File: src/hw/exu_pkg.sv
`default_nettype none

package exu_pkg;

    localparam int DATA_W = 32;  // Fixed by the command word layout.

    typedef enum logic [3:0] {
        OP_ADD        = 4'd0,
        OP_SUB        = 4'd1,
        OP_SHL        = 4'd2,
        OP_SHR        = 4'd3,
        OP_PASS_A     = 4'd4,
        OP_LOAD_HALF  = 4'd5,
        OP_PASS_B     = 4'd6,
        OP_NOP        = 4'd7,
        OP_EQ         = 4'd8,
        OP_LT         = 4'd9,
        OP_GT         = 4'd10,
        OP_NOT_F1     = 4'd11,
        OP_AND_F      = 4'd12,
        OP_COPY_F1    = 4'd13,
        OP_JUMP       = 4'd14,
        OP_JUMP_IF_F1 = 4'd15
    } exu_op_e;

    typedef struct packed {
        logic [25:0] rsvd;
        logic        f2;
        logic        f1;
        exu_op_e     op;
    } exu_cmd_flag_s;

    typedef struct packed {
        logic [15:0] imm16;
        logic [10:0] rsvd;
        logic        highlow;  // 1 loads the upper half.
        exu_op_e     op;
    } exu_cmd_imm_s;

    typedef union packed {
        exu_cmd_flag_s flg;
        exu_cmd_imm_s  imm;
    } exu_cmd_u;

    typedef struct packed {
        logic [DATA_W-1:0] result;
        logic [DATA_W-1:0] naddr;
        logic              flag;
        logic              addrch;
    } exu_result_s;

    // Write-only registers.
    localparam logic [5:0] REG_A      = 6'h00;
    localparam logic [5:0] REG_B      = 6'h04;
    localparam logic [5:0] REG_TARGET = 6'h08;
    localparam logic [5:0] REG_CMD    = 6'h0C;
    // Read-only registers.
    localparam logic [5:0] REG_RESULT = 6'h10;
    localparam logic [5:0] REG_STATUS = 6'h14;
    localparam logic [5:0] REG_NADDR  = 6'h18;

endpackage

`default_nettype wire
File: src/hw/exu_ifs.sv
`timescale 1ns/1ps
`default_nettype none

interface exu_issue_if;
    import exu_pkg::*;

    logic [DATA_W-1:0] a;
    logic [DATA_W-1:0] b;
    logic [DATA_W-1:0] target;
    exu_cmd_u          cmd;
    logic              valid;  // One-cycle pulse, always accepted.

    modport src (output a, b, target, cmd, valid);
    modport dst (input a, b, target, cmd, valid);
endinterface

interface exu_result_if;
    import exu_pkg::*;

    exu_result_s data;
    logic        valid;
    logic        we_result;
    logic        we_flag;
    logic        we_naddr;  // Covers naddr and addrch.

    modport src (output data, valid, we_result, we_flag, we_naddr);
    modport dst (input data, valid, we_result, we_flag, we_naddr);
endinterface

`default_nettype wire

File: src/hw/exu_top.sv
`timescale 1ns/1ps
`default_nettype none

module exu_top #(
    parameter int ADDR_W = 6
) (
    input  logic                         clock,
    input  logic                         rst_n,
    input  logic [ADDR_W-1:0]            s_awaddr,
    input  logic                         s_awvalid,
    output logic                         s_awready,
    input  logic [exu_pkg::DATA_W-1:0]   s_wdata,
    input  logic [exu_pkg::DATA_W/8-1:0] s_wstrb,
    input  logic                         s_wvalid,
    output logic                         s_wready,
    output logic [1:0]                   s_bresp,
    output logic                         s_bvalid,
    input  logic                         s_bready,
    input  logic [ADDR_W-1:0]            s_araddr,
    input  logic                         s_arvalid,
    output logic                         s_arready,
    output logic [exu_pkg::DATA_W-1:0]   s_rdata,
    output logic [1:0]                   s_rresp,
    output logic                         s_rvalid,
    input  logic                         s_rready
);

    exu_issue_if  issue_bus ();
    exu_result_if result_bus ();

    exu_axil_front #(
        .ADDR_W (ADDR_W)
    ) u_front (
        .clock   (clock),
        .rst_n   (rst_n),
        .awaddr  (s_awaddr),
        .awvalid (s_awvalid),
        .awready (s_awready),
        .wdata   (s_wdata),
        .wstrb   (s_wstrb),
        .wvalid  (s_wvalid),
        .wready  (s_wready),
        .bvalid  (s_bvalid),
        .bresp   (s_bresp),
        .bready  (s_bready),
        .issue   (issue_bus.src)
    );

    exu_alu u_alu (
        .clock (clock),
        .rst_n (rst_n),
        .issue (issue_bus.dst),
        .res   (result_bus.src)
    );

    exu_result_regs #(
        .ADDR_W (ADDR_W)
    ) u_regs (
        .clock   (clock),
        .rst_n   (rst_n),
        .araddr  (s_araddr),
        .arvalid (s_arvalid),
        .arready (s_arready),
        .rdata   (s_rdata),
        .rresp   (s_rresp),
        .rvalid  (s_rvalid),
        .rready  (s_rready),
        .res     (result_bus.dst)
    );

endmodule

`default_nettype wire

File: src/hw/exu_result_regs.sv
`timescale 1ns/1ps
`default_nettype none

module exu_result_regs #(
    parameter int ADDR_W = 6
) (
    input  logic                       clock,
    input  logic                       rst_n,
    input  logic [ADDR_W-1:0]          araddr,
    input  logic                       arvalid,
    output logic                       arready,
    output logic [exu_pkg::DATA_W-1:0] rdata,
    output logic [1:0]                 rresp,
    output logic                       rvalid,
    input  logic                       rready,
    exu_result_if.dst                  res
);
    import exu_pkg::*;

    logic [DATA_W-1:0] result_q;
    logic [DATA_W-1:0] naddr_q;
    logic              flag_q;
    logic              addrch_q;

    assign arready = !rvalid;
    assign rresp   = 2'b00;

    always_ff @(posedge clock)
    begin
        if (!rst_n)
        begin
            result_q <= '0;
            naddr_q  <= '0;
            flag_q   <= 1'b0;
            addrch_q <= 1'b0;
            rvalid   <= 1'b0;
        end
        else
        begin
            if (res.valid && res.we_result)
                result_q <= res.data.result;
            if (res.valid && res.we_flag)
                flag_q <= res.data.flag;
            if (res.valid && res.we_naddr)
            begin
                naddr_q  <= res.data.naddr;
                addrch_q <= res.data.addrch;
            end

            if (arvalid && arready)
                rvalid <= 1'b1;
            else if (rready)
                rvalid <= 1'b0;
        end

        if (arvalid && arready)
        begin
            case (araddr)
                ADDR_W'(REG_RESULT): rdata <= result_q;
                ADDR_W'(REG_STATUS): rdata <= {{(DATA_W-2){1'b0}}, addrch_q, flag_q};
                ADDR_W'(REG_NADDR):  rdata <= naddr_q;
                default:             rdata <= '0;  // Unmapped reads as zero.
            endcase
        end
    end

endmodule

`default_nettype wire

File: src/hw/exu_alu.sv
`timescale 1ns/1ps
`default_nettype none

module exu_alu (
    input  logic      clock,
    input  logic      rst_n,
    exu_issue_if.dst  issue,
    exu_result_if.src res
);
    import exu_pkg::*;

    exu_op_e           op;
    logic [DATA_W-1:0] a;
    logic [DATA_W-1:0] b;
    logic [4:0]        shamt;
    logic              f1;
    logic              f2;
    exu_result_s       nxt;
    logic              nxt_we_result;
    logic              nxt_we_flag;
    logic              nxt_we_naddr;

    assign op    = issue.cmd.flg.op;
    assign a     = issue.a;
    assign b     = issue.b;
    assign shamt = b[4:0];  // Upper bits of B are ignored.
    assign f1    = issue.cmd.flg.f1;
    assign f2    = issue.cmd.flg.f2;

    always_comb
    begin
        nxt           = '0;
        nxt_we_result = 1'b0;
        nxt_we_flag   = 1'b0;
        nxt_we_naddr  = 1'b0;
        case (op)
            OP_ADD,
            OP_SUB,
            OP_SHL,
            OP_SHR,
            OP_PASS_A,
            OP_LOAD_HALF,
            OP_PASS_B: nxt_we_result = 1'b1;
            OP_EQ,
            OP_LT,
            OP_GT,
            OP_NOT_F1,
            OP_AND_F,
            OP_COPY_F1: nxt_we_flag = 1'b1;
            OP_JUMP,
            OP_JUMP_IF_F1: nxt_we_naddr = 1'b1;
            default: ;  // NOP leaves every register alone.
        endcase

        case (op)
            OP_ADD:       nxt.result = a + b;
            OP_SUB:       nxt.result = a - b;
            OP_SHL:       nxt.result = ~((~a) << shamt);  // Fill with ones.
            OP_SHR:       nxt.result = ~((~a) >> shamt);
            OP_PASS_A:    nxt.result = a;
            OP_PASS_B:    nxt.result = b;
            OP_LOAD_HALF:
            begin
                if (issue.cmd.imm.highlow)
                    nxt.result = {issue.cmd.imm.imm16, a[15:0]};
                else
                    nxt.result = {a[31:16], issue.cmd.imm.imm16};
            end
            OP_EQ:        nxt.flag = (a == b);
            OP_LT:        nxt.flag = (a < b);
            OP_GT:        nxt.flag = (a > b);
            OP_NOT_F1:    nxt.flag = ~f1;
            OP_AND_F:     nxt.flag = f1 & f2;
            OP_COPY_F1:   nxt.flag = f1;
            OP_JUMP:
            begin
                nxt.naddr  = issue.target;
                nxt.addrch = 1'b1;
            end
            OP_JUMP_IF_F1:
            begin
                nxt.naddr  = issue.target & {DATA_W{f1}};  // Masked target.
                nxt.addrch = f1;
            end
            default: ;
        endcase
    end

    always_ff @(posedge clock)
    begin
        if (!rst_n)
        begin
            res.valid     <= 1'b0;
            res.we_result <= 1'b0;
            res.we_flag   <= 1'b0;
            res.we_naddr  <= 1'b0;
        end
        else
        begin
            res.valid     <= issue.valid;
            res.we_result <= nxt_we_result;  // Qualified by valid downstream.
            res.we_flag   <= nxt_we_flag;
            res.we_naddr  <= nxt_we_naddr;
        end
        if (issue.valid)
            res.data <= nxt;
    end

endmodule

`default_nettype wire

File: src/hw/exu_axil_front.sv
`timescale 1ns/1ps
`default_nettype none

module exu_axil_front #(
    parameter int ADDR_W = 6
) (
    input  logic                         clock,
    input  logic                         rst_n,
    input  logic [ADDR_W-1:0]            awaddr,
    input  logic                         awvalid,
    output logic                         awready,
    input  logic [exu_pkg::DATA_W-1:0]   wdata,
    input  logic [exu_pkg::DATA_W/8-1:0] wstrb,
    input  logic                         wvalid,
    output logic                         wready,
    output logic                         bvalid,
    output logic [1:0]                   bresp,
    input  logic                         bready,
    exu_issue_if.src                     issue
);
    import exu_pkg::*;

    logic [DATA_W-1:0] a_q;
    logic [DATA_W-1:0] b_q;
    logic [DATA_W-1:0] target_q;
    exu_cmd_u          cmd_q;
    logic              issue_valid_q;
    logic              wr_fire;

    function automatic logic [DATA_W-1:0] merge_strb(
        input logic [DATA_W-1:0]   old_w,
        input logic [DATA_W-1:0]   new_w,
        input logic [DATA_W/8-1:0] strb
    );
        logic [DATA_W-1:0] merged;
        merged = old_w;
        for (int i = 0; i < DATA_W/8; i++)
        begin
            if (strb[i])
            begin
                merged[i*8 +: 8] = new_w[i*8 +: 8];
            end
        end
        return merged;
    endfunction

    // AW and W are taken together as one beat.
    assign wr_fire = awvalid && wvalid && !bvalid;
    assign awready = wvalid && !bvalid;
    assign wready  = awvalid && !bvalid;
    assign bresp   = 2'b00;  // Always OKAY.

    always_ff @(posedge clock)
    begin
        if (!rst_n)
        begin
            a_q           <= '0;
            b_q           <= '0;
            target_q      <= '0;
            cmd_q         <= '0;
            issue_valid_q <= 1'b0;
            bvalid        <= 1'b0;
        end
        else
        begin
            issue_valid_q <= 1'b0;
            if (wr_fire)
            begin
                bvalid <= 1'b1;
                case (awaddr)
                    ADDR_W'(REG_A):      a_q      <= merge_strb(a_q, wdata, wstrb);
                    ADDR_W'(REG_B):      b_q      <= merge_strb(b_q, wdata, wstrb);
                    ADDR_W'(REG_TARGET): target_q <= merge_strb(target_q, wdata, wstrb);
                    ADDR_W'(REG_CMD):
                    begin
                        cmd_q         <= merge_strb(cmd_q, wdata, wstrb);
                        issue_valid_q <= 1'b1;  // Rises with bvalid.
                    end
                    default: ;  // Unmapped writes are dropped.
                endcase
            end
            else if (bready)
            begin
                bvalid <= 1'b0;
            end
        end
    end

    assign issue.a      = a_q;
    assign issue.b      = b_q;
    assign issue.target = target_q;
    assign issue.cmd    = cmd_q;
    assign issue.valid  = issue_valid_q;

endmodule

`default_nettype wire

File: config.mk
export PLATFORM = sky130hd
export DESIGN_NAME = exu_top
export DESIGN_NICKNAME = d
export VERILOG_FILES = /design/src/hw/exu_pkg.sv /design/src/hw/exu_ifs.sv /design/src/hw/exu_top.sv /design/src/hw/exu_result_regs.sv /design/src/hw/exu_alu.sv /design/src/hw/exu_axil_front.sv
export SDC_FILE = /design/constraint.sdc
export NUM_CORES = 1
export LEC_CHECK = 0
export BUFFER_PORTS_ARGS = -buffer_cell sky130_fd_sc_hd__buf_2
export CAP_MARGIN = 20
export CORE_UTILIZATION = 64
export DETAILED_ROUTE_END_ITERATION = 10
export PLACE_DENSITY = 0.88
export SYNTH_ARGS = -nofsm -noshare
export SYNTH_HDL_FRONTEND = slang
export SYNTH_SLANG_ARGS = --single-unit
File: constraint.sdc
create_clock -name clock -period 6.1 [get_ports clock]
set_clock_uncertainty 0.15 [all_clocks]
set_input_delay 1.22 -clock clock [delete_from_list [all_inputs] [get_ports clock]]
set_output_delay 1.22 -clock clock [all_outputs]
set_load 0.02 [all_outputs]
* Word-level counts from Yosys, hierarchy flattened
Cells that the tools add are included.
Word-level totals: bits in registers 289, input bits 55
Operators by class: add/sub/neg operators 2, bitwise gates (word level) 6, shift operators 2, reductions and logical operators 33, equal/unequal tests 21, magnitude comparators 2, muxes and demuxes 14
Operators by type and width (count):
- 32-bit case mux with 7 select lines | 1
- 32-bit inverter | 3
- 32-bit case mux with 3 select lines | 1
- 32-bit case mux with 2 select lines | 1
- 3-bit AND reduction | 15
- 32-bit adder | 1
- 32-bit AND | 1
- 32-bit == test | 1
- 4-bit == test, second input constant | 8
- 32-bit greater-than comparator | 1
- 32-bit less-than comparator | 1
- 32-bit 2-to-1 mux | 1
- 32-bit by 5-bit left shift with 32-bit output | 1
- 32-bit by 5-bit right shift with 32-bit output | 1
- 32-bit subtractor | 1
- 6-bit by 5-bit == test with 1-bit output, second input constant | 3
- 4-bit by 3-bit == test with 1-bit output, second input constant | 3
- 6-bit by 4-bit == test with 1-bit output, second input constant | 2
- 4-bit by 2-bit == test with 1-bit output, second input constant | 2
- 1-bit logical AND | 8
- 1-bit 2-to-1 mux | 8
- 7-bit OR reduction | 1
- 6-bit by 3-bit == test with 1-bit output, second input constant | 1
- 6-bit zero test | 1
- other kinds (11) | 13

* Depth between registers and ports, before layout
word-level depth 4, depth in mapped cells 16, gate-level depth less buffers 12

* Modules after synthesis
From an unflattened synthesis, not the netlist that was laid out.
Second synthesis, totals: cell total of the unflattened synthesis 2165, area total of the unflattened synthesis 19326.0 um2
By module, submodules not included:
- exu_alu | cells an instance 1311, sequential area each 2062.0 um2, area each 10430.0 um2, times used 1
- exu_axil_front | cells an instance 478, sequential area each 2602.5 um2, area each 4992.3 um2, times used 1
- exu_result_regs | cells an instance 376, sequential area each 2302.2 um2, area each 3903.7 um2, times used 1

* Least setup slack after synthesis
Ideal clock, no wire load.
path kind reg2reg, start point reg u_front.b_q[3], in the netlist u_front.issue.b[3], end point reg, netlist name u_alu.res.data[65], arrival 3381 ps, data required time 5689 ps, library setup time 261 ps, cell stages (with the launch flop) 16, slack 2308 ps, buffers on the path 4, path through dfxtp_1 -> buf_6 -> inv_1 -> buf_1 -> buf_1 -> ha_1 -> buf_2 -> nor2_1 -> a221oi_1 -> a21oi_1 -> nor4_1 -> nor4_2 -> o21a_1 -> o22ai_1 -> mux2_1 -> a311o_1
RTL lines:
- start: declaration | RTL line exu_axil_front.sv:24 | logic [DATA_W-1:0] b_q;
- start signal: assignment | RTL line exu_axil_front.sv:72 | ADDR_W'(REG_B): b_q <= merge_strb(b_q, wdata, wstrb);

==> impl_metrics.toml <==
[yosys]
ys_seq_elements = 289
syn_inst = 2196
yosysTopAreaCell = "dfxtp_1"
post_synth_num_cell_types = 90
synth_edf_count = 98
ys.flop_type = "dfxtp_1"
netlist_top_cells_area = "dfxtp_1 (21%), edfxtp_1 (16%), mux2i_1 (9.1%)"
async_flop_share = 0
synth-seq-area-share = 0.3628
synth_top_area_share = 0.2050
syn_area_per_cell_sq_um = 8.492
yosys_warnings = 0
syn_area_sq_um = 18650

[routing]
drc = 0
wire_per_inst_um = 27.74
wl_um = 72460
drt_iter0_markers = 3316
first_pass_iters = 8
vias = 18520
drtAntennaViolNets = 0
viasPerCell = 7.089

[layout]
area_growth_pct = 8.084
drive_above_1_share = 0.1228
num-fill-cells = 2127
final_common_cell = "nand2_1"
stdcell_count = 2612
fin_nets = 2321
final_core_util = 0.7023
mostFrequentLayoutCells = "nand2_1 (331), nor2_1 (249), a21oi_1 (241), dfxtp_1 (184), mux2i_1 (169)"

[sta]
relSlewSlack = 0.2611
final_hold_viol_count = 0
finalCriticalPeriod_ns = 4.309
setup_tns_ns = 0
rsz0062_at_grt = "false"
drv_slew = 0
setup_viol = 0
whs_ns = 0.3109
tightestPinTransition_ns = 1.100
fin_crit_sh = 0.7065
fmax_mhz = 232.0

[worst_setup_path]
worstSetupPathType = "register to register"
cp.arrival_ns = 4.49
cp-start-kind = "register"
cp_slowest_cell = "nor4_1"
crit_chain = "buf_4, inv_1, buf_4, ha_1, inv_1, o211ai_1, a21oi_1, nor4_1, nor4_2, o21a_1, o22ai_1, mux2_1, a311o_1"
required_ns = 6.28
worstPathMaxFanout = 38
reg2reg_depth = 13
end_kind = "register"
timing.rr.start = "u_front.issue.b[2]"
max_stage_delay_ns = 0.63
r2r_slack_ns = 1.79
worstReg2RegEnd = "u_alu.res.data[65]"

[clock_network]
cts_tree = "built"
clkLatencyLatePin_ns = 0.58
cts_resized = 0
postCtsHoldBufs = 0
root_buffer = "clkbuf_16"
clockBufferDepth = 3
clock_sinks = 289
htreeDepth = 1
clk_pin_slew_ns = 0.07
postCtsSetupRepairBufs = 0
numCtsBuffers = 30

[floorplanning]
die_area_sq_um = 29830
die-width_um = 172.7
initial_core_util = 0.6497
dieHeight_um = 172.7
ios = 96
core_area_sq_um = 28700
rows = 62

[min_path]
hp-class = "register to register"
min_from = "u_regs.naddr_q[7]"
worstHoldPathCells = 2
whs_endpoint = "u_regs.naddr_q[7]"

[global_route]
antenna_found_initial = 6
grt_overflow = 0
grt_usage = 0.4729
grt_first_pass_wirelength_um = 107100
grt_pass1_vias = 17030
grt_max_degree = 80

[job]
drv_cap = 0

[power]
power.total_uw = 4009
power.leakage_uw = 0.008027
vdd_ir_drop_max_uv = 279.5
p_per_area_nw_per_um2 = 198.9

[place]
numPortBuffers = 91
gp_congestion = 1.061
dpl.cell_count = 2550
dp_hpwl_um = 50570

[run_status]
status = "finished clean"
critical path, delay by kind of cell (launching register included):
kind	cells	cell delay, ns
AOI/OAI and AO/OA	5	1.12
adders and majority gates	1	0.47
buffers and inverters	4	0.86
DFF	1	0.31
muxes	1	0.35
and+or+nand+nor	2	0.79
registers in the layout, indices dropped and copies added, names as in the netlist, 22 cells and up:
name and flops:
u_alu.res.data 66, u_front.issue.a 32, u_front.issue.b 32, u_front.issue.target 32
u_regs.naddr_q 32, u_regs.rdata 32, u_regs.result_q 32, u_front.issue.cmd 22
area by class of cell:
class	count	area (sq um)	area share
antenna	4	10.01	0.0004966
clock buffer	44	897.1	0.04451
clock inverter	12	106.4	0.005276
inverter	72	272.8	0.01353
multi-input combinational	1670	10790	0.5353
sequential	289	6780	0.3364
tap	384	480.5	0.02384
timing repair buffer	137	820.8	0.04072
worst max path at each step:
| stage | start | endpoint | slack (ns) | depth (start not counted) |
|---|---|---|---|---|
| global route | u_front.issue.b[2] | u_alu.res.data[65] | 1.65 | 13 |
| CTS | u_front.issue.b[2] | u_alu.res.data[65] | 1.94 | 13 |
| finish | u_front.issue.b[2] | u_alu.res.data[65] | 1.79 | 13 |
| global placement | u_front.issue.b[2] | u_alu.res.data[65] | 2.03 | 13 |
| detailed placement | u_front.issue.b[2] | u_alu.res.data[65] | 1.98 | 13 |
| floorplan | u_front.issue.b[3] | u_alu.res.data[65] | 2.31 | 15 |
logic make-up (layout without fill, tap and decap cells):
group,Yosys count,in the layout,synth area share
compound gates,570,570,0.1866
simple gates,774,774,0.1803
buf+inv,240,265,0.05938
xor+xnor,24,24,0.01127
mux,232,232,0.1542
flops,289,289,0.3628
fa+ha+maj,66,66,0.04509
other cells,1,8,0.0002011
Yosys cell counts, types with 7 or more instances:
library cell / n
nor2b_1: 14
a31oi_1: 14
o21ai_0: 123
inv_1: 69
nand2_1: 331
a21o_1: 14
edfxtp_1: 98
o22ai_1: 10
nand2b_1: 18
buf_1: 10
nor4_1: 9
nor3_1: 28
clkbuf_1: 109
a222oi_1: 14
nand3_1: 34
mux2_2: 20
buf_4: 12
mux2i_1: 169
or3_1: 7
and3_1: 14
xnor2_1: 18
buf_2: 20
o31ai_1: 12
a221oi_1: 7
a211oi_1: 24
a311oi_1: 8
o21bai_1: 9
nor2_1: 249
o211ai_1: 26
ha_1: 64
mux4_2: 38
buf_6: 10
dfxtp_1: 191
o21a_1: 10
a21oi_1: 241
and2_1: 38
routing by layer:
layer,up-vias,GRT usage,part of all wire
met5,-,0,0.00017
met4,2,0.3072,0.083
met3,351,0.08531,0.13
met2,1649,0.7265,0.43
met1,8660,0.6156,0.36
li1,7854,-,-
per-stage QoR:
stage / cell area, sq um / setup slack (ns)
after floorplan: 18660 / 2.308
after global placement: 19100 / 2.034
after detailed placement: 19130 / 1.979
after CTS: 20130 / 1.944
after global routing: 20150 / 1.647
final: 20160 / 1.791
power breakdown:
group          total (uW)  switching [uW]  internal (uW)
clock                1870             831           1040
sequential           2000            5.95           1990
combinational         144             103           40.5
total                4010             940           3070
No activity file was read; power rests on OpenSTA's default activity.
